$ cat config.mk
export PLATFORM = sky130hd
export DESIGN_NAME = tick_timer
export DESIGN_NICKNAME = d
export VERILOG_FILES = /design/src/hw/tick_timer.sv
export SDC_FILE = /design/constraint.sdc
export NUM_CORES = 1
export LEC_CHECK = 0
export BUFFER_PORTS_ARGS = -buffer_cell sky130_fd_sc_hd__clkbuf_2
export CORE_MARGIN = 2
export CORE_UTILIZATION = 40
export CTS_CLUSTER_SIZE = 25
export DETAILED_ROUTE_END_ITERATION = 8
export GPL_ROUTABILITY_DRIVEN = 0
export PLACE_DENSITY_LB_ADDON = 0.25
export REMOVE_ABC_BUFFERS = 1
export SYNTH_ARGS = -nofsm -noshare
export SYNTH_HDL_FRONTEND = slang
export SYNTH_SLANG_ARGS = --single-unit
$ cat constraint.sdc
create_clock -name node_clk -period 1.6 [get_ports node_clk]
set_input_delay 0.16 -clock node_clk [delete_from_list [all_inputs] [get_ports node_clk]]
set_output_delay 0.16 -clock node_clk [all_outputs]
set_load 0.005 [all_outputs]
$ cat src/hw/tick_timer.sv
`timescale 1ns/1ns

module tick_timer #(
	parameter int TICK_PERIOD = 1000000,
	parameter int TICK_START = 150,
	parameter int TICK_END = 200
) (
	input logic node_clk,
	input logic rst,
	output logic tick_irq_o
);

	localparam int TCNT_W = $clog2(TICK_PERIOD + 1);

	logic [TCNT_W-1:0] tick_cnt;

	// count runs 1..TICK_PERIOD
	always_ff @(posedge node_clk, posedge rst) begin
		if (rst) begin
			tick_cnt <= TCNT_W'(1);
			tick_irq_o <= 1'b0;
		end
		else begin
			if (tick_cnt == TCNT_W'(TICK_PERIOD))
				tick_cnt <= TCNT_W'(1);
			else
				tick_cnt <= tick_cnt + 1'b1;
			// high window between start and end counts
			if (tick_cnt == TCNT_W'(TICK_START))
				tick_irq_o <= 1'b1;
			else if (tick_cnt == TCNT_W'(TICK_END))
				tick_irq_o <= 1'b0;
		end
	end

endmodule

; ---- Word-level counts from Yosys, hierarchy flattened
; Index checks and enable logic that the tools add are counted.
[word_totals]
output_inout_bits = 1
regBits = 21
word_cells = 10
[classes]
muxes = 3
eq_ne = 3
addsub = 1
reduce_logical = 1
[ops]
columns = cell, n
row1 = == test 20 x 8 -> 1 bit (second input constant), 2
row2 = adder 20 x 1 -> 20 bit (second input constant), 1
row3 = == test 20 bit (second input constant), 1
row4 = 2-to-1 mux 20 bit, 1
row5 = 2-to-1 mux 1 bit, 2
row6 = nonzero test 2 bit, 1

; ---- Depth between registers and ports, before layout
[logic_depth]
depth_word = 3
ltp_mapped = 6

; ---- Worst setup path before layout
; No wires, ideal clock.
[synth_path]
kind = register -> register
startpoint = register tick_cnt[0]
endpoint = register tick_cnt[18]
period_less_slack_ns = 1.761
path_slack_ns = -0.161
path_stages_with_launch = 6
n_path_buf = 0
t_arrival_ns = 1.688
t_required_ns = 1.527
setup_ns = 0.073
cell_sequence = dfstp_2 > ha_1 > and3_1 > nand2_4 > or4_4 > a21oi_2
[synth_via]
elab_chain_len = 2
[synth_rtl]
columns = element, line
row1 = "start, declared", 15  ; logic [TCNT_W-1:0] tick_cnt;
row2 = "start signal, assigned", 27  ; tick_cnt <= tick_cnt + 1'b1;
row3 = adder 20 x 1 -> 20 bit / == test 20 bit (equally long branches), "27, 24"
row4 = 2-to-1 mux 20 bit (*), 24  ; if (tick_cnt == TCNT_W'(TICK_PERIOD))
; Mark *: on every way between the ends. The rest lies on a longest branch, timed or not.
; A chain may end at the register's enable or synchronous reset.

; ---- Worst setup path after layout
[layout_path]
startpoint = register tick_cnt[0]
endpoint = register tick_cnt[16]
; The elaborated chain is that of the path after synthesis.

==> results.yml <==
cts:
  cts_sinks: 21
  cts_tree: "done"
  clock_latency_ns: 0.30
  cts_buffers: 3
  clk_path_buf_depth: 2
  cts_max_level: 1
  clk_pin_slew_ns: 0.11
  root_buffer: "clkbuf_4"
placed_design:
  dpl.hpwl_um: 1560
  port-buffer-count: 2
pwr:
  p_leak_nw: 0.651
  peakVddDrop_mv: 0.316
  p_per_area_nw_per_um2: 563
run_status:
  outcome: "complete, no violations"
global_route:
  antenna_found_initial: 0
  overflow: 0
  grt_pass1_vias: 798
  grt_pass1_wl_um: 3700
  track_usage: 0.149
  grt_start_max_net_pins: 22
critical_path:
  worst-path-max-fanout: 4
  cp.arrival_ns: 1.83
  worst_setup_path_start_kind: "flop"
  max_stage_delay_ns: 0.58
  cp-end-kind: "flop"
  r2r_cells: 6
  crit-reg2reg-launch: "tick_cnt[0]"
  critPathKind: "flop to flop"
  critPathLaunch: "tick_cnt[0]"
  worst_path_max_delay_cell: "dfstp_2"
  worstPathRequired_ns: 1.84
  path_cells: "ha_4, and3_4, nand2_4, buf_6, or3_1, a21oi_1"
routing:
  via_count: 854
  drc: 0
  wirelength_um: 2220
  firstDrtPassIters: 4
  drt_iter0_drc: 11
  antenna_left: 0
  routedWlPerCell_um: 13.9
  via_per_inst: 5.34
die:
  die_area_um2: 3160
  rows: 18
  io_pins: 3
  start_util: 0.433
  die_y_um: 56.2
  die_w_um: 56.2
  core_um2: 2520
cells_and_area:
  layout_commonest_cell: "buf_4"
  multi_input_area_um2: 606
  layout_common_cells: "buf_4 (23), dfrtp_1 (20), xnor2_1 (8)"
  n_antenna_cell: 0
  final_nets: 136
  drive_above_1_share: 0.369
  utilization: 0.561
  syn_to_final_growth_pct: 29.7
  seq_area_um2: 527
  fill_cells: 224
job:
  drv_cap: 0
sta:
  finalCritPeriodShare: 0.994
  worst_pin_slew_ns: 0.348
  setup_viol: 0
  max_freq_ghz: 0.628
  drv_slew: 0
  rsz0062_at_grt: "true"
  finalHoldViolations: 0
  period_minus_slack_ns: 1.59
  clock_skew_ns: 0.00687
  holdWs_ns: 0.387
  max_slew_margin: 0.766
  setup_tns_ns: 0
yosys:
  yosys_register_bits: 21
  syn_inst: 102
  syn_area_um2: 1090
  synth_seq_area_share: 0.483
  postSynthAreaPerCell_um2: 10.7
  yosys_warnings: 0
  synth_cell_types: 33
min_path:
  hp-class: "primary input to asynchronous set/reset pin"
worst max-delay path: cells and delay by family (launching register included):
kind | cells | cell delay (ns)
compound gates | 1 | 0.13
fa+ha+maj | 1 | 0.14
buf+inv | 1 | 0.13
flops | 1 | 0.58
simple gates | 3 | 0.55
cells by family (layout without fill, tap and decap cells):
kind of cell | after synthesis | count (layout) | synth area share
compound gates | 10 | 10 | 0.0585
buf+inv | 7 | 35 | 0.0355
fa+ha+maj | 3 | 3 | 0.0344
flops | 21 | 21 | 0.483
xor+xnor | 14 | 14 | 0.112
simple gates | 47 | 47 | 0.276
power breakdown:
group	internal [mW]	total [mW]	leakage, nW	switching (mW)
clock	0.0971	0.251	0.0150	0.154
sequential	0.531	0.531	0.280	0
combinational	0.00425	0.0145	0.356	0.0103
total	0.632	0.797	0.651	0.165
state kept, by name, indices dropped and copies added (netlist names):
signal / cells
tick_cnt: 20
tick_irq_o: 1
stage by stage:
stage                     worst slack [ns]  total power, mW  cells  cell area, um2
after floorplan                     -0.169            0.549     99            1070
after CTS                         0.000655            0.813    158            1360
after detailed placement            -0.106            0.555    151            1260
after global routing               -0.0368            0.835    160            1420
after global placement             -0.0652            0.555    151            1260
final                              0.00888            0.797    160            1420
area by class of cell:
cell class,instances,share of cell area
inverter,4,0.0106
multi-input combinational,74,0.428
sequential,21,0.372
tap,30,0.0265
timing repair buffer,27,0.144
clock buffer,4,0.0186
path summary, 6_finish.rpt:
| kind | endpoint | slack, ns |
|---|---|---|
| hold / removal | tick_cnt[17] | 0.39 |
| max in group asynchronous | tick_cnt[0] | 0.94 |
| setup reg to reg | tick_cnt[16] | 0.009 |
| hold reg to reg | tick_cnt[10] | 0.51 |
| min in group node_clk | tick_cnt[10] | 0.51 |
| setup / recovery | tick_cnt[16] | 0.009 |
synth_stat cells:
cell type / n / area share
or3_1: 1 / 0.0057
and3_4: 1 / 0.010
nand4_1: 7 / 0.040
nor3_1: 2 / 0.0092
nor3_2: 1 / 0.0092
nand2_1: 6 / 0.021
or4_1: 2 / 0.014
or4_4: 1 / 0.010
nand2_4: 1 / 0.010
ha_1: 3 / 0.034
nor2b_1: 1 / 0.0057
a21oi_2: 1 / 0.0080
nor2_1: 6 / 0.021
nand4_4: 1 / 0.019
nor4_1: 2 / 0.011
and4_1: 1 / 0.0080
o31ai_1: 4 / 0.028
nand4b_1: 1 / 0.0080
inv_1: 4 / 0.014
buf_2: 1 / 0.0046
nor4bb_1: 1 / 0.0092
dfstp_2: 1 / 0.024
nand3_1: 5 / 0.023
xnor2_1: 8 / 0.064
nor3b_1: 1 / 0.0069
a21oi_1: 3 / 0.014
buf_4: 1 / 0.0069
dfrtp_1: 20 / 0.46
o21ai_0: 2 / 0.0092
buf_6: 1 / 0.010
nand2b_1: 2 / 0.011
and3_1: 4 / 0.023
xor2_1: 6 / 0.048
metal layers:
metal | part of all wire | track usage | vias to the layer above
li1 | - | - | 422
met1 | 0.48 | 0.214 | 421
met2 | 0.48 | 0.220 | 7
met3 | 0.016 | 0.0209 | 4
met4 | 0.018 | 0.0714 | 0
met5 | 0 | 0 | -
what timing repair did:
action | in CTS | in global routing
endpoints found under the setup margin | 10 | 12
buffers inserted | 2 | 2
hold buffers | 1 | 0
hold endpoints to repair | 20 | 0
cloned | 0 | 0
gates resized for setup | 7 | 9
pin swaps | 6 | 3
Power figures use the tool's default switching activity.
