## src/hw/soc_bus_pkg.sv

```systemverilog
package soc_bus_pkg;

	// --------------------
	// plain vector types
	// --------------------

	// physical address
	typedef logic [31:0] addr_t;
	// one bus line, four io words
	typedef logic [127:0] data_t;
	typedef logic [31:0] word_t;
	// one bit per byte lane
	typedef logic [15:0] sel_t;
	typedef logic [7:0] tid_t;
	typedef logic [7:0] led_t;
	// per-node reset bits
	typedef logic [15:0] rst_vec_t;
	typedef logic [2:0] clken_t;

	// --------------------
	// target classes
	// --------------------
	typedef enum logic [2:0] {
		TGT_NONE = 3'd0,
		TGT_SCR = 3'd1,
		TGT_LED = 3'd2,
		TGT_RST = 3'd3,
		TGT_SEMA = 3'd4
	} tgt_e;

	// cpu side request, stb marks a live cycle
	typedef struct packed {
		logic stb;
		logic we;
		sel_t sel;
		addr_t padr;
		data_t data;
		tid_t tid;
	} bus_req_t;

	// response, ack is a single cycle pulse
	typedef struct packed {
		logic ack;
		logic err;
		tid_t tid;
		addr_t adr;
		data_t dat;
	} bus_resp_t;

	// request after address decode
	typedef struct packed {
		logic valid;
		logic we;
		sel_t sel;
		addr_t padr;
		data_t data;
		tid_t tid;
		tgt_e tgt;
	} dec_req_t;

	// one target's answer, zero when idle
	typedef struct packed {
		logic valid;
		data_t dat;
	} tgt_result_t;

	// --------------------
	// address map
	// --------------------
	localparam logic [7:0] SCR_TAG = 8'hFF;
	localparam logic [11:0] IO_TAG = 12'hFD0;
	// pages below sit inside the io window
	localparam logic [11:0] LED_PAGE = 12'hFFF;
	localparam logic [11:0] RST_PAGE = 12'hFFC;
	localparam logic [3:0] SEMA_BANK = 4'h5;
	// node clocks 1 and 2 on out of reset
	localparam clken_t CLKEN_RESET = 3'b110;

endpackage

```

## src/hw/io_regs.sv

```systemverilog
`timescale 1ns/1ns

module io_regs #(
	parameter int RST_PULSE_LEN = 64
) (
	input logic node_clk,
	input logic rst,
	input soc_bus_pkg::dec_req_t dec_i,
	output soc_bus_pkg::tgt_result_t res_o,
	output soc_bus_pkg::led_t led_o,
	output soc_bus_pkg::rst_vec_t rsts_o,
	output soc_bus_pkg::clken_t clken_o
);

	localparam int CNT_W = $clog2(RST_PULSE_LEN + 1);

	logic led_hit;
	logic rst_hit;
	logic [1:0] lane;
	soc_bus_pkg::word_t wr_word;
	logic [3:0] lane_sel;
	soc_bus_pkg::word_t rd_word;

	soc_bus_pkg::rst_vec_t rst_vec_q;
	logic [CNT_W-1:0] pulse_cnt;
	logic pulse_on;

	// 32 bit lane picked by padr[3:2]
	always_comb begin
		led_hit = dec_i.valid && dec_i.tgt == soc_bus_pkg::TGT_LED;
		rst_hit = dec_i.valid && dec_i.tgt == soc_bus_pkg::TGT_RST;
		lane = dec_i.padr[3:2];
		wr_word = dec_i.data[{lane, 5'd0} +: 32];
		lane_sel = dec_i.sel[{lane, 2'd0} +: 4];
		if (led_hit)
			rd_word = {24'd0, led_o};
		else
			rd_word = {13'd0, clken_o, rsts_o};
	end

	// counter below limit means pulse still running
	assign pulse_on = pulse_cnt < CNT_W'(RST_PULSE_LEN);
	assign rsts_o = pulse_on ? rst_vec_q : '0;

	// --------------------
	// register writes
	// --------------------
	always_ff @(posedge node_clk, posedge rst) begin
		if (rst) begin
			led_o <= '0;
			rst_vec_q <= '0;
			// saturated, no pulse out of reset
			pulse_cnt <= CNT_W'(RST_PULSE_LEN);
			clken_o <= soc_bus_pkg::CLKEN_RESET;
		end
		else begin
			if (pulse_on)
				pulse_cnt <= pulse_cnt + 1'b1;
			else
				rst_vec_q <= '0;
			if (led_hit && dec_i.we)
				led_o <= wr_word[7:0];
			if (rst_hit && dec_i.we) begin
				// low half restarts the pulse
				if (|lane_sel[1:0]) begin
					rst_vec_q <= wr_word[15:0];
					pulse_cnt <= '0;
				end
				if (|lane_sel[3:2])
					clken_o <= wr_word[18:16];
			end
		end
	end

	// read word copied to every lane
	always_ff @(posedge node_clk, posedge rst) begin
		if (rst) begin
			res_o <= '0;
		end
		else begin
			res_o.valid <= led_hit || rst_hit;
			if ((led_hit || rst_hit) && !dec_i.we)
				res_o.dat <= {4{rd_word}};
			else
				res_o.dat <= '0;
		end
	end

endmodule

```

## config.mk

```make
export PLATFORM = sky130hd
export DESIGN_NAME = io_regs
export DESIGN_NICKNAME = d
export VERILOG_FILES = /design/src/hw/soc_bus_pkg.sv /design/src/hw/io_regs.sv
export SDC_FILE = /design/constraint.sdc
export NUM_CORES = 1
export LEC_CHECK = 0
export BUFFER_PORTS_ARGS = -buffer_cell sky130_fd_sc_hd__buf_4
export CORE_AREA = 2 2 136 138
export DETAILED_ROUTE_END_ITERATION = 16
export DIE_AREA = 0 0 138 140
export PLACE_DENSITY_LB_ADDON = 0.3
export SYNTH_ARGS = -nofsm -noshare
export SYNTH_HDL_FRONTEND = slang
export SYNTH_SLANG_ARGS = --single-unit
```

## constraint.sdc

```tcl
create_clock -name node_clk -period 2.8 [get_ports node_clk]
set_input_delay 0.56 -clock node_clk [delete_from_list [all_inputs] [get_ports node_clk]]
set_output_delay 0.56 -clock node_clk [all_outputs]
set_load 0.01 [all_outputs]
```

# Word level (Yosys, flattened, before mapping)
# Cells that the tools add are included.
[totals]
reg_bits = 163
in_bits = 191
out_inout_bits = 156
wordCells = 30
[op_classes]
addsub = 1
order_cmp = 1
n_eq_ne = 2
shifts = 2
mux = 8
n_reduce_logical = 10
[op_table]
columns = ["operator", "n"]
rows = [
  ["128-bit 2-to-1 mux", 1],
  ["128-bit by 8-bit variable part select with 19-bit output", 1],
  ["16-bit 2-to-1 mux", 3],
  ["7-bit 2-to-1 mux", 3],
  ["19-bit 2-to-1 mux", 1],
  ["16-bit by 5-bit variable part select with 4-bit output", 1],
  ["7-bit by 1-bit adder with 7-bit output (second input constant)", 1],
  ["7-bit less-than comparator (second input constant)", 1],
  ["3-bit by 2-bit equality test with 1-bit output (second input constant)", 2],
  ["1-bit logical AND", 5],
  ["2-bit OR reduction", 2],
  ["2-bit AND reduction", 1],
  ["1-bit zero test", 1],
  ["1-bit logical OR", 1],
]

# Logic depth before layout (Yosys ltp)
[logic_depth]
word_depth = 5
ltp_mapped = 6
mapped_depth_nobuf = 5

# Worst setup path before layout
# OpenSTA, ideal clock, no wires.
[synth_timing]
path_kind = "input to register"
start = "input dec_i[2] (netlist bit)"
end = "register rst_vec_q[10]"
setup_time_ns = 0.125
t_arrival_ns = 1.670
required_time_ns = 2.675
path_slack_ns = 1.005
stages = 6
path_buffers = 2
path_cell_list = "and3b_1 -> buf_6 -> and3_4 -> o211a_4 -> buf_8 -> mux2_4"
[synth_between]
elab_chain_len = 4
[synth_rtl]
columns = ["element", "line_no", "source"]
rows = [
  ["start, declared", "io_regs.sv:8", "input soc_bus_pkg::dec_req_t dec_i,"],
  ["3-bit by 2-bit equality test with 1-bit output", "io_regs.sv:31", "rst_hit = dec_i.valid && dec_i.tgt == soc_bus_pkg::TGT_RST;"],
  ["1-bit logical AND", "io_regs.sv:31", ""],
  ["1-bit logical AND", "io_regs.sv:63", "if (rst_hit && dec_i.we) begin"],
  ["16-bit 2-to-1 mux", "io_regs.sv:63", ""],
  ["end signal, assigned", "io_regs.sv:66", "rst_vec_q <= wr_word[15:0];"],
  ["end, declared", "io_regs.sv:24", "soc_bus_pkg::rst_vec_t rst_vec_q;"],
]
# No other way between the ends.
# A chain may end at the register's enable or synchronous reset.

# Worst setup path after layout
[layout_timing]
start = "register pulse_cnt[6]"
end = "output rsts_o[7]"
[layout_between]
elab_chain_len = 2
[layout_rtl]
columns = ["element", "line_no", "source"]
rows = [
  ["start, declared", "io_regs.sv:25", "logic [CNT_W-1:0] pulse_cnt;"],
  ["start signal, assigned", "io_regs.sv:53", "pulse_cnt <= CNT_W'(RST_PULSE_LEN);"],
  ["start signal, assigned", "io_regs.sv:58", "pulse_cnt <= pulse_cnt + 1'b1;"],
  ["7-bit less-than comparator", "io_regs.sv:42", "assign pulse_on = pulse_cnt < CNT_W'(RST_PULSE_LEN);"],
  ["16-bit 2-to-1 mux", "io_regs.sv:43", "assign rsts_o = pulse_on ? rst_vec_q : '0;"],
  ["end, declared", "io_regs.sv:11", "output soc_bus_pkg::rst_vec_t rsts_o,"],
]
# No other way between the ends.

==> results.cfg <==
[timing]
period_needed_ps = 2220
relSlewSlack_pct = 59.8
final.period_utilization_pct = 79.1
hold_viol_final = 0
setup_viol = 0
rsz0062_at_grt = false
whs_ps = 180
fin_worst_skew_ps = 6.82
setup_tns_ps = 0
maxSlewViolCount = 0
tightest_slew_ps = 602
fmax_mhz = 451

[cts]
cts_hold_buf = 0
clkTransAtPathRegs_ps = 70
tritoncts = built
clock_path_buffers = 2
cts_sinks = 54
cts_root_buf = clkbuf_16
ctsHtreeMaxLevel = 2
ctsResizeCount = 0
clock_latency_ps = 300
cts_setup_buffers = 0
cts_buffers = 5

[logic_synthesis]
async_flop_share_pct = 100
yosys.cell_types.count = 35
ys_seq_area_share_pct = 37.1
synth-edff-count = 0
synthCells = 312
ys_warn_count = 0
ys.flop_type = dfrtp_1
netlist_area_sq_um = 3650
yosys_register_bits = 54
avgSynthCellArea_sq_um = 11.7

[drt]
wl_mm = 9.69
vias_per_cell = 3.77
drt_iter0_drc = 66
vias = 2581
final_antenna_net_count = 0
route.detailed.drc = 0
firstDrtPassIters = 4
routedWlPerCell_um = 14.2

[final_layout]
antennaDiodeCount = 0
syn_to_final_growth_pct = 34.4
area.sequential_sq_um = 1360
num-nets-final = 646
postLayoutCellArea_sq_um = 4910
fillCellCount = 1894
multiInputGateArea_sq_um = 1550
final_layout_size_suffix_gt1_share_pct = 56.5

[worst_setup_path]
slowest_delay_ps = 930
startpoint_type = flip-flop
cp.arrival_ps = 1660
path_cells = nor2b_1 > buf_4
crit_path_end_kind = primary output
crit_fanout = 28
cp_num_buf_inv = 1
worstPathRequired_ps = 2240
cp_top_family = flip-flops
cp_slowest_cell = dfstp_2
worst-setup-path-type = reg2out

[grt]
grtUsageMet1_pct = 11.9
grtUsageMet2_pct = 16.9
overflow = 0
grt_pass1_vias = 2632
grt_use_met3_pct = 3.01
grt_max_degree = 31
antenna_found_initial = 0
grt_pass1_wl_mm = 14.6
top_usage_layer = met2
grt_use_total_pct = 9.73

[floorplan]
num_io_pins = 347
rows = 49
core_sq_um = 17800
die_h_um = 140
fp.dieW_um = 138
start_util_pct = 20.5
dieArea_sq_um = 19300

[pwr]
leakage_nw = 2.52
power.density_nw_per_um2 = 470
max-vdd-ir-drop_mv = 0.210
p_total_mw = 2.31

[job]
max_cap_viol_count = 0

[worst_hold_path]
hold_class = in2async

[placement]
dp_hpwl_mm = 8.03
place.gp.congestion = 0.739
placed_area_sq_um = 4760
port_buffers = 204

[run_status]
status = finished, final reports clean
[placed cells by master, fill, tap and decap left out, drive strengths merged]
cell type  count
a21oi          2
and3           1
and3b          1
buf          206
clkbuf         7
conb          52
dfrtp         51
dfstp          3
ha             1
inv            5
mux2          27
mux2i          9
mux4          19
nand2          2
nand2b         1
nand3          2
nand3b         1
nand4b         1
nor2          24
nor2b         18
nor3           4
nor3b          9
o211a          1
o211ai         1
o21ai          2
xnor2          2
xor2           3
[power breakdown]
group	total (mW)	switching, mW	internal, mW
Combinational	0.599	0.257	0.341
Sequential	1.06	0.151	0.905
Clock	0.651	0.291	0.361
Total	2.31	0.699	1.61
[synthesized netlist by cell type (2+ instances only)]
library cell,number,area share [%]
buf_4,109,22
dfrtp_1,51,35
nor2_1,23,2.4
nor2b_1,18,3.1
mux2_2,14,4.3
mux2_4,13,5.3
mux4_2,10,6.2
mux2i_1,9,2.5
mux4_1,9,6.5
nor3b_1,9,1.9
buf_6,5,1.5
clkbuf_1,4,0.41
inv_1,4,0.41
nor3_1,4,0.55
dfstp_2,3,2.2
xor2_1,3,0.72
a21oi_1,2,0.27
buf_2,2,0.27
nand2_1,2,0.21
nand3_1,2,0.27
xnor2_1,2,0.48
[path summary, 6_finish.rpt]
kind	from	to	slack (ps)	cells after the start
max reg2reg	pulse_cnt[6]	rst_vec_q[7]	1220	2
max	pulse_cnt[6]	rsts_o[7]	580	2
max in group asynchronous	rst	pulse_cnt[6]	1950	3
min in group node_clk	clken_o[2]	res_o[82]	490	2
min reg2reg	clken_o[2]	res_o[82]	490	2
min	rst	res_o[100]	180	2
[metal layers]
metal	share of wire (%)	vias to the layer above
met1	41	1234
met2	49	162
met5	0	-
met4	0.92	0
met3	8.7	7
li1	-	1178
[cell families after synthesis]
family,share of synthesized area (%)
buf+inv,25.6
simple gates,9.66
mux,24.8
flops,37.1
compound gates,1.23
xor+xnor,1.20
fa+ha+maj,0.343
other cells,0.103
[sequential cells by signal, indices dropped and copies added (netlist names)]
signal and flops:
clken_o 3, led_o 8, pulse_cnt 7, res_o 20
rst_vec_q 16
[metrics by stage]
| step | instances | worst slack (ps) | utilization [%] |
|---|---|---|---|
| 2_1_floorplan | 363 | 930 | - |
| 3_3_place_gp | 676 | 599 | 26.8 |
| 3_5_place_dp | 676 | 580 | 26.8 |
| 4_1_cts | 684 | 538 | 27.6 |
| 5_1_grt | 684 | 483 | 27.6 |
| 6_report | 684 | 585 | 27.6 |
[worst reg2reg max path: cells and delay by family (launching register included)]
kind / cells / cell delay, ps
flops: 1 / 930
mux: 1 / 310
simple gates: 1 / 230
[area by class of cell]
type / count / area share (%)
Tap cell: 229 / 5.84
Multi-Input combinational cell: 183 / 31.7
Clock inverter: 1 / 0.178
Sequential cell: 54 / 27.6
Clock buffer: 7 / 2.91
Inverter: 4 / 0.306
Timing Repair Buffer: 206 / 31.5
No activity file was read; power rests on OpenSTA's default activity.
