--- src/hw/soc_bus_pkg.sv ---
package soc_bus_pkg;

	// --------------------
	// plain vector types
	// --------------------

	// physical address
	typedef logic [31:0] addr_t;
	// one bus line, four io words
	typedef logic [127:0] data_t;
	typedef logic [31:0] word_t;
	// one bit per byte lane
	typedef logic [15:0] sel_t;
	typedef logic [7:0] tid_t;
	typedef logic [7:0] led_t;
	// per-node reset bits
	typedef logic [15:0] rst_vec_t;
	typedef logic [2:0] clken_t;

	// --------------------
	// target classes
	// --------------------
	typedef enum logic [2:0] {
		TGT_NONE = 3'd0,
		TGT_SCR = 3'd1,
		TGT_LED = 3'd2,
		TGT_RST = 3'd3,
		TGT_SEMA = 3'd4
	} tgt_e;

	// cpu side request, stb marks a live cycle
	typedef struct packed {
		logic stb;
		logic we;
		sel_t sel;
		addr_t padr;
		data_t data;
		tid_t tid;
	} bus_req_t;

	// response, ack is a single cycle pulse
	typedef struct packed {
		logic ack;
		logic err;
		tid_t tid;
		addr_t adr;
		data_t dat;
	} bus_resp_t;

	// request after address decode
	typedef struct packed {
		logic valid;
		logic we;
		sel_t sel;
		addr_t padr;
		data_t data;
		tid_t tid;
		tgt_e tgt;
	} dec_req_t;

	// one target's answer, zero when idle
	typedef struct packed {
		logic valid;
		data_t dat;
	} tgt_result_t;

	// --------------------
	// address map
	// --------------------
	localparam logic [7:0] SCR_TAG = 8'hFF;
	localparam logic [11:0] IO_TAG = 12'hFD0;
	// pages below sit inside the io window
	localparam logic [11:0] LED_PAGE = 12'hFFF;
	localparam logic [11:0] RST_PAGE = 12'hFFC;
	localparam logic [3:0] SEMA_BANK = 4'h5;
	// node clocks 1 and 2 on out of reset
	localparam clken_t CLKEN_RESET = 3'b110;

endpackage

--- src/hw/resp_merge.sv ---
`timescale 1ns/1ns

module resp_merge (
	input logic node_clk,
	input logic rst,
	input soc_bus_pkg::dec_req_t dec_i,
	input soc_bus_pkg::tgt_result_t scr_i,
	input soc_bus_pkg::tgt_result_t sema_i,
	input soc_bus_pkg::tgt_result_t io_i,
	output soc_bus_pkg::bus_resp_t resp_o
);

	// request tag delayed to match target latency
	logic valid_d;
	logic we_d;
	soc_bus_pkg::tid_t tid_d;
	soc_bus_pkg::addr_t adr_d;

	logic any_hit;
	soc_bus_pkg::data_t or_dat;

	logic ack_q;
	logic err_q;
	soc_bus_pkg::tid_t tid_q;
	soc_bus_pkg::addr_t adr_q;
	soc_bus_pkg::data_t dat_q;

	// --------------------
	// tag alignment
	// --------------------
	always_ff @(posedge node_clk, posedge rst) begin
		if (rst)
			valid_d <= 1'b0;
		else
			valid_d <= dec_i.valid;
	end

	always_ff @(posedge node_clk) begin
		we_d <= dec_i.we;
		tid_d <= dec_i.tid;
		adr_d <= dec_i.padr;
	end

	// idle targets give zero, so a plain OR merges
	always_comb begin
		any_hit = scr_i.valid | sema_i.valid | io_i.valid;
		or_dat = scr_i.dat | sema_i.dat | io_i.dat;
	end

	// --------------------
	// response register
	// --------------------
	always_ff @(posedge node_clk, posedge rst) begin
		if (rst) begin
			ack_q <= 1'b0;
			err_q <= 1'b0;
		end
		else begin
			ack_q <= valid_d;
			// nobody answered, unmapped address
			err_q <= valid_d && !any_hit;
		end
	end

	always_ff @(posedge node_clk) begin
		tid_q <= tid_d;
		adr_q <= adr_d;
		if (!any_hit)
			dat_q <= '1;
		else if (we_d)
			dat_q <= '0;
		else
			dat_q <= or_dat;
	end

	always_comb begin
		resp_o.ack = ack_q;
		resp_o.err = err_q;
		resp_o.tid = tid_q;
		resp_o.adr = adr_q;
		resp_o.dat = dat_q;
	end

endmodule

--- config.mk ---
export PLATFORM = sky130hd
export DESIGN_NAME = resp_merge
export DESIGN_NICKNAME = d
export VERILOG_FILES = /design/src/hw/soc_bus_pkg.sv /design/src/hw/resp_merge.sv
export SDC_FILE = /design/constraint.sdc
export NUM_CORES = 1
export LEC_CHECK = 0
export BUFFER_PORTS_ARGS = -buffer_cell sky130_fd_sc_hd__buf_2
export CORE_AREA = 5 5 285 287
export CTS_BUF_LIST = sky130_fd_sc_hd__clkbuf_16
export CTS_CLUSTER_SIZE = 16
export DETAILED_ROUTE_END_ITERATION = 16
export DIE_AREA = 0 0 290 292
export GPL_ROUTABILITY_DRIVEN = 0
export PLACE_DENSITY = 0.3
export SLEW_MARGIN = 20
export SYNTH_ARGS = -nofsm -noshare
export SYNTH_HDL_FRONTEND = slang
export SYNTH_SLANG_ARGS = --single-unit
--- constraint.sdc ---
create_clock -name node_clk -period 3 [get_ports node_clk]
set_input_delay 0.3 -clock node_clk [delete_from_list [all_inputs] [get_ports node_clk]]
set_output_delay 0.3 -clock node_clk [all_outputs]
set_load 0.05 [all_outputs]
Word level (Yosys, flattened, before mapping)
Cells that the tools add are included.
{ "op_classes": {"n_addsub": 0, "multipliers": 0, "div_mod_pow": 0, "magnitude_cmp": 0, "n_eq_ne": 0, "shift": 0, "muxes": 1, "bitwise_logic": 4, "n_reduce_logical": 2} }
{ "op_table": {"columns": ["op", "n"], "rows": [
  ["128-bit OR", 2],
  ["128-bit 2-to-1 mux", 1],
  ["1-bit OR", 2],
  ["1-bit logical AND", 1],
  ["1-bit logical NOT", 1]
]} }
{ "word_totals": {"reg_bits": 212, "latch_bits": 0, "ram_bits": 0, "rom_bits": 0, "elab_cells": 16, "memories": 0} }

Logic depth before layout (Yosys ltp)
Gate-level depths: netlist (run 1).
{ "depth": {"depth_word": 4, "ltp_mapped": 4, "ltp_nobuf": 2} }

Worst setup path after synthesis (run 1)
Ideal clock, no wire load.
{ "synth_timing": {"path_type": "input to register", "start": "in sema_i[128] (netlist name)", "end": "reg dat_q[100]", "setup_time_ns": 0.068, "arrival_ns": 1.033, "t_required_ns": 2.932, "setup_slack_ns": 1.899, "path_stages": 4, "path_buffers": 2, "path_cell_list": "or3_4 buf_6 buf_6 o21ai_2"} }
{ "synth_between": {"elab_chain_len": 2} }
{ "synth_lines": {"columns": ["element", "line_no", "rtl"], "rows": [
  ["start: declaration", "resp_merge.sv:8", "input soc_bus_pkg::tgt_result_t sema_i,"],
  ["1-bit OR (2 in series)", "resp_merge.sv:46", "any_hit = scr_i.valid | sema_i.valid | io_i.valid;"],
  ["end signal: assignment", "resp_merge.sv:73", "dat_q <= or_dat;"],
  ["end: declaration", "resp_merge.sv:26", "soc_bus_pkg::data_t dat_q;"]
]} }
No other way between the ends.
A chain may end at the register's enable or synchronous reset.

Final worst setup path (run 1)
{ "layout_timing": {"start": "reg dat_q[70]", "end": "out resp_o[70] (netlist name)"} }
{ "layout_rtl": {"columns": ["element", "line_no", "rtl"], "rows": [
  ["end: declaration", "resp_merge.sv:10", "output soc_bus_pkg::bus_resp_t resp_o"]
]} }
No word-level cell between the ends.

==> out/summary.txt, run 1 <==
Synth Register Bits = 212
GRT Resource Usage Total = 7.90%
share of layout cells above drive strength 1 = 53.8%
multi-input logic area = 1670 sq um
Num CTS Buffers = 27
DP Worst Slack = 1.35 ns
average via count per standard cell = 2.98
detailed-route DRC error count = 0
DP HPWL = 28,200 um
final wirelength = 35,400 um
clk slew on worst S/H paths = 0.05 ns
Critical Path Max Stage Delay = 0.38 ns
GRT Residual Overflow = 0
minimum clock period = 1.57 ns
Net count, final = 1,966
hold path cells = 3
Port Buffers = 600
synthesized instance count = 502
Synth Area per Inst = 12.3 sq um
die height = 292 um
first-pass iteration count of the detailed router = 4
Buf/Inv on CP = 1
slew margin rel. = 37.9%
CTS tree = done
Initial Util = 7.88%
clock skew = 0.00855 ns
row cnt = 103
DR WL/cell = 14.4 um
Die ar. = 84,700 sq um
initial DRC count = 94
Clock Tree Root = clkbuf_16
register area = 4260 sq um
worst-case vdd ir drop = 0.000395 V
Vias = 7,337
antenna violations before repair = 16
CP max-delay cell = buf_2
final hold vios = 0
worst-margin pin slew = 0.931 ns
CP arrival = 1.27 ns
Setup TNS = 0 ns
antenna-violating nets left = 0
core footprint = 78,400 sq um
endpoints failing setup = 0
run status = completed
Required @ worst endpoint = 2.70 ns
Hold Crit Class = in -> reg
buffer depth of the longest clock path = 3
Syn Nets = 1,080
family with the most delay on the worst path = buffers and inverters
CP Capture Type = output port
RSZ-0062 raised after global routing = false
CP startpoint kind = register
vias in the first global route = 8,120
Max Cap Viol = 0
final period utilization = 52.4%
chip width = 290 um
CP cell instances = buf_2
R2R depth = 2
fill cell count = 8,811
Ports = 748
static leakage = 0.00652 uW
clock latency on the worst-skew pair = 0.56 ns
max frequency = 0.636 GHz
H-tree Lvls = 1
largest net degree at the start of global routing = 55
critical path depth in cells = 1
CP Max Fanout = 1
power density over the cells = 557 nW/um^2
WS Path Type = reg -> out
clock sink total = 212
Netlist Area Pre-Place = 6170 sq um
Final WS setup = 1.43 ns
synth unique cells = 13
register area share after synthesis = 69.0%
Area Overhead vs Synth = 127%
Final Slew Violations = 0
synth warn = 0
first-pass GRT wire length = 50,800 um
==> what timing repair did <==
item                      CTS  global route
setup buffers               0             0
hold buffers              274             0
hold endpoints to repair  161             0
resized for setup           0             0
==> per-layer routing <==
metal  routed length (um)  track usage [%]  vias to the layer above
li1                     -                -                     3560
met5                  126                0                        -
met3                 4250             4.12                       70
met2                17000             13.9                      451
met1                12700             8.01                     3236
met4                 1360             2.91                       20
==> path summary, 6_finish.rpt <==
path / start / end / slack (ns)
worst min register to register: adr_d[12] / adr_q[12] / 0.32
worst min-delay path: scr_i[23] / dat_q[23] / 0.04
max in group asynchronous: rst / ack_q / 2.74
worst max register to register: we_d / dat_q[92] / 1.45
min in group asynchronous: rst / valid_d / 0.14
worst max-delay path: dat_q[70] / resp_o[70] / 1.43
==> sequential cells by signal, indices dropped and copies added, names as in the netlist <==
name     count
ack_q        1
adr_d       32
adr_q       32
dat_q      128
err_q        1
tid_d        8
tid_q        8
valid_d      1
we_d         1
==> kinds of logic (layout without fill, tap and decap cells) <==
family | Yosys count | in the layout | share of synthesized area (%)
other | 0 | 4 | 0
flip-flops | 212 | 212 | 69.0
buffers and inverters | 32 | 938 | 3.89
AO/OA/AOI/OAI | 128 | 128 | 16.5
AND/OR/NAND/NOR | 130 | 130 | 10.7
==> Yosys cell counts <==
cell / number / area share (%)
buf_2: 2 / 0.16
buf_4: 2 / 0.24
buf_6: 13 / 2.4
clkbuf_1: 3 / 0.18
clkbuf_2: 10 / 0.81
dfrtp_1: 3 / 1.2
dfxtp_1: 209 / 68
inv_1: 2 / 0.12
nor2_2: 1 / 0.10
nor3_1: 128 / 10
o21ai_0: 28 / 2.3
o21ai_2: 100 / 14
or3_4: 1 / 0.18
==> power by group <==
group / switching (uW) / total, uW / internal, uW
registers: 65.5 / 3080 / 3020
clock network: 1310 / 3130 / 1820
logic: 975 / 1600 / 622
total: 2350 / 7810 / 5460
==> stage by stage <==
step | cell area, sq um | hold WS [ns] | utilization, % | instances | total power (uW)
6_report | 14000 | 0.0394 | 17.9 | 2462 | 7810
5_1_grt | 14000 | 0.0247 | 17.9 | 2459 | 8210
4_1_cts | 14000 | 0.00124 | 17.9 | 2458 | 8040
3_5_place_dp | 10400 | 0.169 | 13.3 | 2135 | 4510
3_3_place_gp | 10400 | 0.163 | 13.3 | 2135 | 4520
2_1_floorplan | 6170 | 0.0536 | - | 502 | 3930
==> worst register-to-register path: cells and delay by family (launching register included) <==
family	cells	cell delay (ns)
AOI/OAI and AO/OA	1	0.15
buffers and inverters	1	0.35
DFF	1	0.92
==> layout by cell type (no fill, tap or decap), types with 2 or more instances in the layout <==
cell type      synthesis  routed
clkinv_1               0       5
dlygate4sd3_1          0     274
clkinv_2               0       6
clkinvlp_4             0       3
dfxtp_1              209     208
nor3_1               128     128
diode_2                0       4
buf_12                 0       4
clkbuf_16              0      27
dfrtp_1                3       3
o21ai_2              100     100
o21ai_0               28      28
buf_2                  2     600
bufinv_16              0       2
inv_1                  2       5
buf_4                  2       9
==> area by class of cell <==
type                            instances  area share, %
Sequential cell                       212           30.4
Clock inverter                         22           1.30
Antenna cell                            4         0.0714
Inverter                                2         0.0535
Multi-Input combinational cell        258           11.9
Timing Repair Buffer                  887           42.0
Clock buffer                           27           4.82
Tap cell                             1050           9.37
Power figures use the tool's default switching activity.
==> run 2, diff against run 1 <==
Settings changed: CORE_AREA 5 5 285 287 to 5 5 286 288, DIE_AREA 0 0 290 292 to 0 0 291 293, PLACE_DENSITY 0.3 to 0.31.
Clock period 3 ns to 1.34 ns, I/O delays scaled along.
==> run 2 against run 1 <==
  * First-iteration DRC count increased by 120%
  * Worst hold slack gained 0.042 ns
  * Register-to-register slack worse by 1.2 ns
  * Clock skew grew 0.0012 ns
  * Critical path depth stayed put
  * Setup slack lost 1.4 ns
  * Global-route usage increased by 0.85 points
  * Cell count increased by 1.6%
  * Die area rose by 0.69%
  * Combinational power increased by 140%
  * Via count rose by 3.6%
  * Flip-flop and latch count is the same
  * Highest routed layer unchanged
==> out/summary.txt, run 2 (synthesis results as in run 1) <==
chip width = 291 um (was 290 um)
CP arrival = 1.16 ns (was 1.27 ns)
average via count per standard cell = 3.04 (was 2.98)
Final Slew Violations = 0 (unchanged)
antenna violations before repair = 23 (was 16)
multi-input logic area = 1670 sq um (unchanged)
worst-case vdd ir drop = 0.000808 V (was 0.000395 V)
WS Path Type = reg -> out (unchanged)
clk slew on worst S/H paths = 0.06 ns (was 0.05 ns)
CP max-delay cell = dfxtp_1 (was buf_2)
initial DRC count = 203 (was 94)
Area Overhead vs Synth = 138% (was 127%)
RSZ-0062 raised after global routing = false (unchanged)
Initial Util = 7.85% (was 7.88%)
fill cell count = 8,720 (was 8,811)
post-route cell area = 14,700 sq um (was 14,000 sq um)
Clock Tree Root = clkbuf_16 (unchanged)
core footprint = 78,600 sq um (was 78,400 sq um)
Setup TNS = 0 ns (unchanged)
family with the most delay on the worst path = flip-flops (was buffers and inverters)
first-pass iteration count of the detailed router = 4 (unchanged)
clock sink total = 212 (unchanged)
buffer depth of the longest clock path = 3 (unchanged)
die height = 293 um (was 292 um)
row cnt = 103 (unchanged)
clock latency on the worst-skew pair = 0.57 ns (was 0.56 ns)
Vias = 7,604 (was 7,337)
Ports = 748 (unchanged)
detailed-route DRC error count = 0 (unchanged)
register area = 4270 sq um (was 4260 sq um)
Max Cap Viol = 0 (unchanged)
endpoints failing setup = 0 (unchanged)
Num CTS Buffers = 27 (unchanged)
power density over the cells = 1270 nW/um^2 (was 557 nW/um^2)
CP Capture Type = output port (unchanged)
Critical Path Max Stage Delay = 0.32 ns (was 0.38 ns)
CP Max Fanout = 1 (unchanged)
most frequent cells in the layout = buf_2 (554), dlygate4sd3_1 (304), dfxtp_1 (206) (was buf_2 (600), dlygate4sd3_1 (274), dfxtp_1 (208))
H-tree Lvls = 1 (unchanged)
Required @ worst endpoint = 1.21 ns (was 2.70 ns)
Hold Crit Class = in -> reg (unchanged)
CTS tree = done (unchanged)
first-pass GRT wire length = 55,900 um (was 50,800 um)
Final Power = 18,600 uW (was 7810 uW)
Net count, final = 2,004 (was 1,966)
CP cell instances = buf_2 (unchanged)
final hold vios = 0 (unchanged)
GRT Resource Usage Total = 8.75% (was 7.90%)
largest net degree at the start of global routing = 55 (unchanged)
routing usage on met2 = 14.7% (was 13.9%)
routing usage on met3 = 4.85% (was 4.12%)
worst-margin pin slew = 0.486 ns (was 0.931 ns)
clock skew = 0.00977 ns (was 0.00855 ns)
Buf/Inv on CP = 1 (unchanged)
static leakage = 0.00684 uW (was 0.00652 uW)
share of layout cells above drive strength 1 = 53.0% (was 53.8%)
CP startpoint kind = register (unchanged)
number of flip-flops in the largest register = 128 (unchanged)
slew margin rel. = 67.3% (was 37.9%)
run status = completed (unchanged)
busiest layer in global routing = met2 (unchanged)
Biggest register = dat_q (unchanged)
vias in the first global route = 8,524 (was 8,120)
Top Registers = dat_q (128), adr_d (32), adr_q (32) (unchanged)
commonest non-fill, non-tap cell in the layout = buf_2 (unchanged)
final period utilization = 96.2%
max frequency = 0.776 GHz
routing usage on met1 = 9.42% (was 8.01%)
Port Buffers = 600 (unchanged)
Area after DPL = 10,500 sq um (was 10,400 sq um)
antenna-violating nets left = 0 (unchanged)
DP HPWL = 32,700 um (was 28,200 um)
minimum clock period = 1.29 ns
GRT Residual Overflow = 0 (unchanged)
final wirelength = 39,600 um (was 35,400 um)
DR WL/cell = 15.8 um (was 14.4 um)
Post-CTS Setup Inserts = 0 (unchanged)
Die ar. = 85,300 sq um (was 84,700 sq um)
run 2: timing repair:
item	4_1_cts	5_1_grt
resized for setup	36	17
setup endpoints to repair	29	17
hold buffers	304	0
endpoints found under the hold margin	173	0
run 2: report_power, final:
| group | internal, uW | switching (uW) |
|---|---|---|
| clock | 5000 | 2950 |
| sequential | 6750 | 134 |
| combinational | 1540 | 2230 |
| total | 13300 | 5320 |
run 2: per-stage QoR:
step           hold WS [ns]  util [%]  cells  setup WS, ns
4_1_cts              0.0398      18.6   2495     0.0000300
6_report             0.0813      18.7   2502        0.0509
3_5_place_dp        0.00233      13.4   2143         0.136
5_1_grt              0.0652      18.7   2497      0.000232
2_1_floorplan        -0.112         -    502         0.356
3_3_place_gp       -0.00119      13.4   2143         0.136
run 2: layout make-up:
class,count,area share [%]
flip-flops and latches,212,29.0
inverters,2,0.0511
repair buffers,925,43.9
diodes,7,0.119
multi-input cells,258,11.4
well taps,1050,8.93
clock buffers,27,4.59
clock inverters,21,1.97
run 2: final timing paths:
kind	from	to	slack (ns)	cells past startpoint
min	scr_i[128]	dat_q[19]	0.08	4
max reg2reg	we_d	dat_q[86]	0.28	3
min in group asynchronous	rst	valid_d	0.54	4
max	dat_q[29]	resp_o[29]	0.05	1
min reg2reg	adr_d[4]	adr_q[4]	0.32	0
max in group asynchronous	rst	err_q	0.67	4
run 2: routing by layer:
metal / share of wire [%] / wire [um]
met5: 0.39 / 156
met4: 3.1 / 1240
met3: 13 / 5220
met2: 46 / 18100
met1: 38 / 14900
==> run 3, diff against run 2 <==
==> constraint.sdc (replaced) <==
create_clock -name node_clk -period 1.34 [get_ports node_clk]
set_input_delay 0.067 -clock node_clk [delete_from_list [all_inputs] [get_ports node_clk]]
set_output_delay 0.067 -clock node_clk [all_outputs]
set_load 0.05 [all_outputs]
==> run 3 against run 2 <==
  * Critical path depth unchanged
  * Die area stayed put
  * Sequential share of layout area increased by 0.51 points
  * Largest power group unchanged
==> out/summary.txt, run 3 (synthesis results as in run 1) <==
row cnt = 103 (unchanged)
power density over the cells = 1220 nW/um^2 (was 1270 nW/um^2)
routing usage on met3 = 4.74% (was 4.85%)
fill cell count = 8,742 (was 8,720)
dpl cells = 2,143 (unchanged)
antenna-violating nets left = 0 (unchanged)
antenna violations before repair = 24 (was 23)
Initial Util = 7.85% (unchanged)
Biggest register = dat_q (unchanged)
Num CTS Buffers = 27 (unchanged)
register area = 4260 sq um (was 4270 sq um)
post-route non-filler standard cell count = 2,502 (unchanged)
DP HPWL = 32,700 um (about the same)
clock power share = 39.7% (was 42.7%)
initial DRC count = 100 (was 203)
Reg2Reg Setup Slack = 0.26 ns (was 0.28 ns)
Max Cap Viol = 0 (unchanged)
critical path depth in cells = 1 (unchanged)
average via count per standard cell = 3.04 (about the same)
largest net degree at the start of global routing = 55 (unchanged)
hold path cells = 4 (unchanged)
worst-margin pin slew = 0.437 ns (was 0.486 ns)
final period utilization = 93.5% (was 96.2%)
busiest layer in global routing = met2 (unchanged)
post-route cell area = 14,400 sq um (was 14,700 sq um)
Critical Path Source = dat_q[13] (was dat_q[29])
Vias = 7,603 (was 7,604)
clock sink total = 212 (unchanged)
Area after DPL = 10,500 sq um (unchanged)
Area Overhead vs Synth = 134% (was 138%)
worst-case vdd ir drop = 0.000858 V (was 0.000808 V)
CP cell instances = buf_2 (unchanged)
RSZ-0062 raised after global routing = false (unchanged)
endpoints failing setup = 0 (unchanged)
internal power = 12,300 uW (was 13,300 uW)
buffer depth of the longest clock path = 3 (unchanged)
Sw Share = 30.1% (was 28.6%)
Post-CTS Setup Inserts = 0 (unchanged)
CP max-delay cell = dfxtp_1 (unchanged)
WS Path Type = reg -> out (unchanged)
minimum clock period = 1.25 ns (was 1.29 ns)
detailed-route DRC error count = 0 (unchanged)
R2R depth = 3 (unchanged)
hold_ws = 0.0867 ns (was 0.0813 ns)
net switching power = 5290 uW (was 5320 uW)
routing usage on met1 = 9.67% (was 9.42%)
chip width = 291 um (unchanged)
share of layout cells above drive strength 1 = 52.7% (was 53.0%)
vias in the first global route = 8,545 (was 8,524)
final wirelength = 39,600 um (about the same)
routing usage on met2 = 14.7% (about the same)
Net count, final = 2,002 (was 2,004)
Die ar. = 85,300 sq um (unchanged)
clock skew = 0.0152 ns (was 0.00977 ns)
Critical Path Max Stage Delay = 0.33 ns (was 0.32 ns)
Required @ worst endpoint = 1.27 ns (was 1.21 ns)
multi-input logic area = 1670 sq um (unchanged)
number of flip-flops in the largest register = 128 (unchanged)
Ports = 748 (unchanged)
run status = completed (unchanged)
GRT Resource Usage Total = 8.81% (was 8.75%)
Hold Crit Class = in -> reg (unchanged)
sequential power share = 39.1% (was 37.0%)
GRT Residual Overflow = 0 (unchanged)
H-tree Lvls = 1 (unchanged)
Buf/Inv on CP = 1 (unchanged)
Setup TNS = 0 ns (unchanged)
clk slew on worst S/H paths = 0.06 ns (about the same)
Clock Tree Root = clkbuf_16 (unchanged)
Port Buffers = 600 (unchanged)
commonest non-fill, non-tap cell in the layout = buf_2 (unchanged)
CP Capture Type = output port (unchanged)
die height = 293 um (unchanged)
static leakage = 0.00676 uW (was 0.00684 uW)
final hold vios = 0 (unchanged)
CP Max Fanout = 1 (unchanged)
CP startpoint kind = register (unchanged)
most frequent cells in the layout = buf_2 (595), dlygate4sd3_1 (301), dfxtp_1 (207) (was buf_2 (554), dlygate4sd3_1 (304), dfxtp_1 (206))
Top Registers = dat_q (128), adr_d (32), adr_q (32) (unchanged)
DR WL/cell = 15.8 um (about the same)
slew margin rel. = 70.9% (was 67.3%)
worst r2r src = we_d (unchanged)
combinational fraction of design power = 21.1% (was 20.3%)
CP arrival = 1.19 ns (was 1.16 ns)
Final Slew Violations = 0 (unchanged)
min-delay src = io_i[128] (was scr_i[128])
family with the most delay on the worst path = flip-flops (unchanged)
clock latency on the worst-skew pair = 0.57 ns (about the same)
CTS tree = done (unchanged)
first-pass iteration count of the detailed router = 4 (unchanged)
core footprint = 78,600 sq um (unchanged)
max frequency = 0.798 GHz (was 0.776 GHz)
first-pass GRT wire length = 56,400 um (was 55,900 um)
-- run 3: per-stage QoR --
stage	util, %	power [uW]	setup WS [ns]
global route	18.4	18400	0.0111
global placement	13.4	10100	0.203
finish	18.4	17600	0.0867
CTS	18.3	18000	0.00240
detailed placement	13.4	10100	0.200
floorplan	-	8800	0.356
-- run 3: final timing paths --
path	to
hold / removal	dat_q[19]
max in group asynchronous	err_q
min in group asynchronous	valid_d
setup / recovery	resp_o[13]
setup reg to reg	dat_q[58]
hold reg to reg	tid_q[6]
-- run 3: layout make-up --
type	instances	area share (%)
Sequential cell	212	29.5
Clock buffer	27	4.68
Clock inverter	22	1.15
Inverter	2	0.0520
Tap cell	1050	9.09
Antenna cell	8	0.139
Timing Repair Buffer	923	43.8
Multi-Input combinational cell	258	11.6
-- run 3: power groups by stage --
stage / clock (uW) / sequential, uW / combinational [uW]
after floorplan: 0 / 8320 / 474
after global placement: 0 / 7020 / 3120
after detailed placement: 0 / 7020 / 3120
after CTS: 7380 / 6880 / 3750
after global routing: 7580 / 6920 / 3930
final: 6980 / 6880 / 3720
-- run 3: metal layers --
metal	vias to the layer above	wire length [um]
met1	3400	15000
met4	22	1110
met5	-	140
li1	3645	-
met3	69	5170
met2	467	18100
-- run 3: repair_timing --
item,4_1_cts,5_1_grt
gates resized for setup,6,2
endpoints found under the setup margin,5,2
hold endpoints to repair,173,0
hold buffers,302,0
-- run 3: tightest hold or removal path: stages --
cell	delay (ns)
buf_2	0.13
or3_4	0.17
buf_12	0.16
o21ai_2	0.06
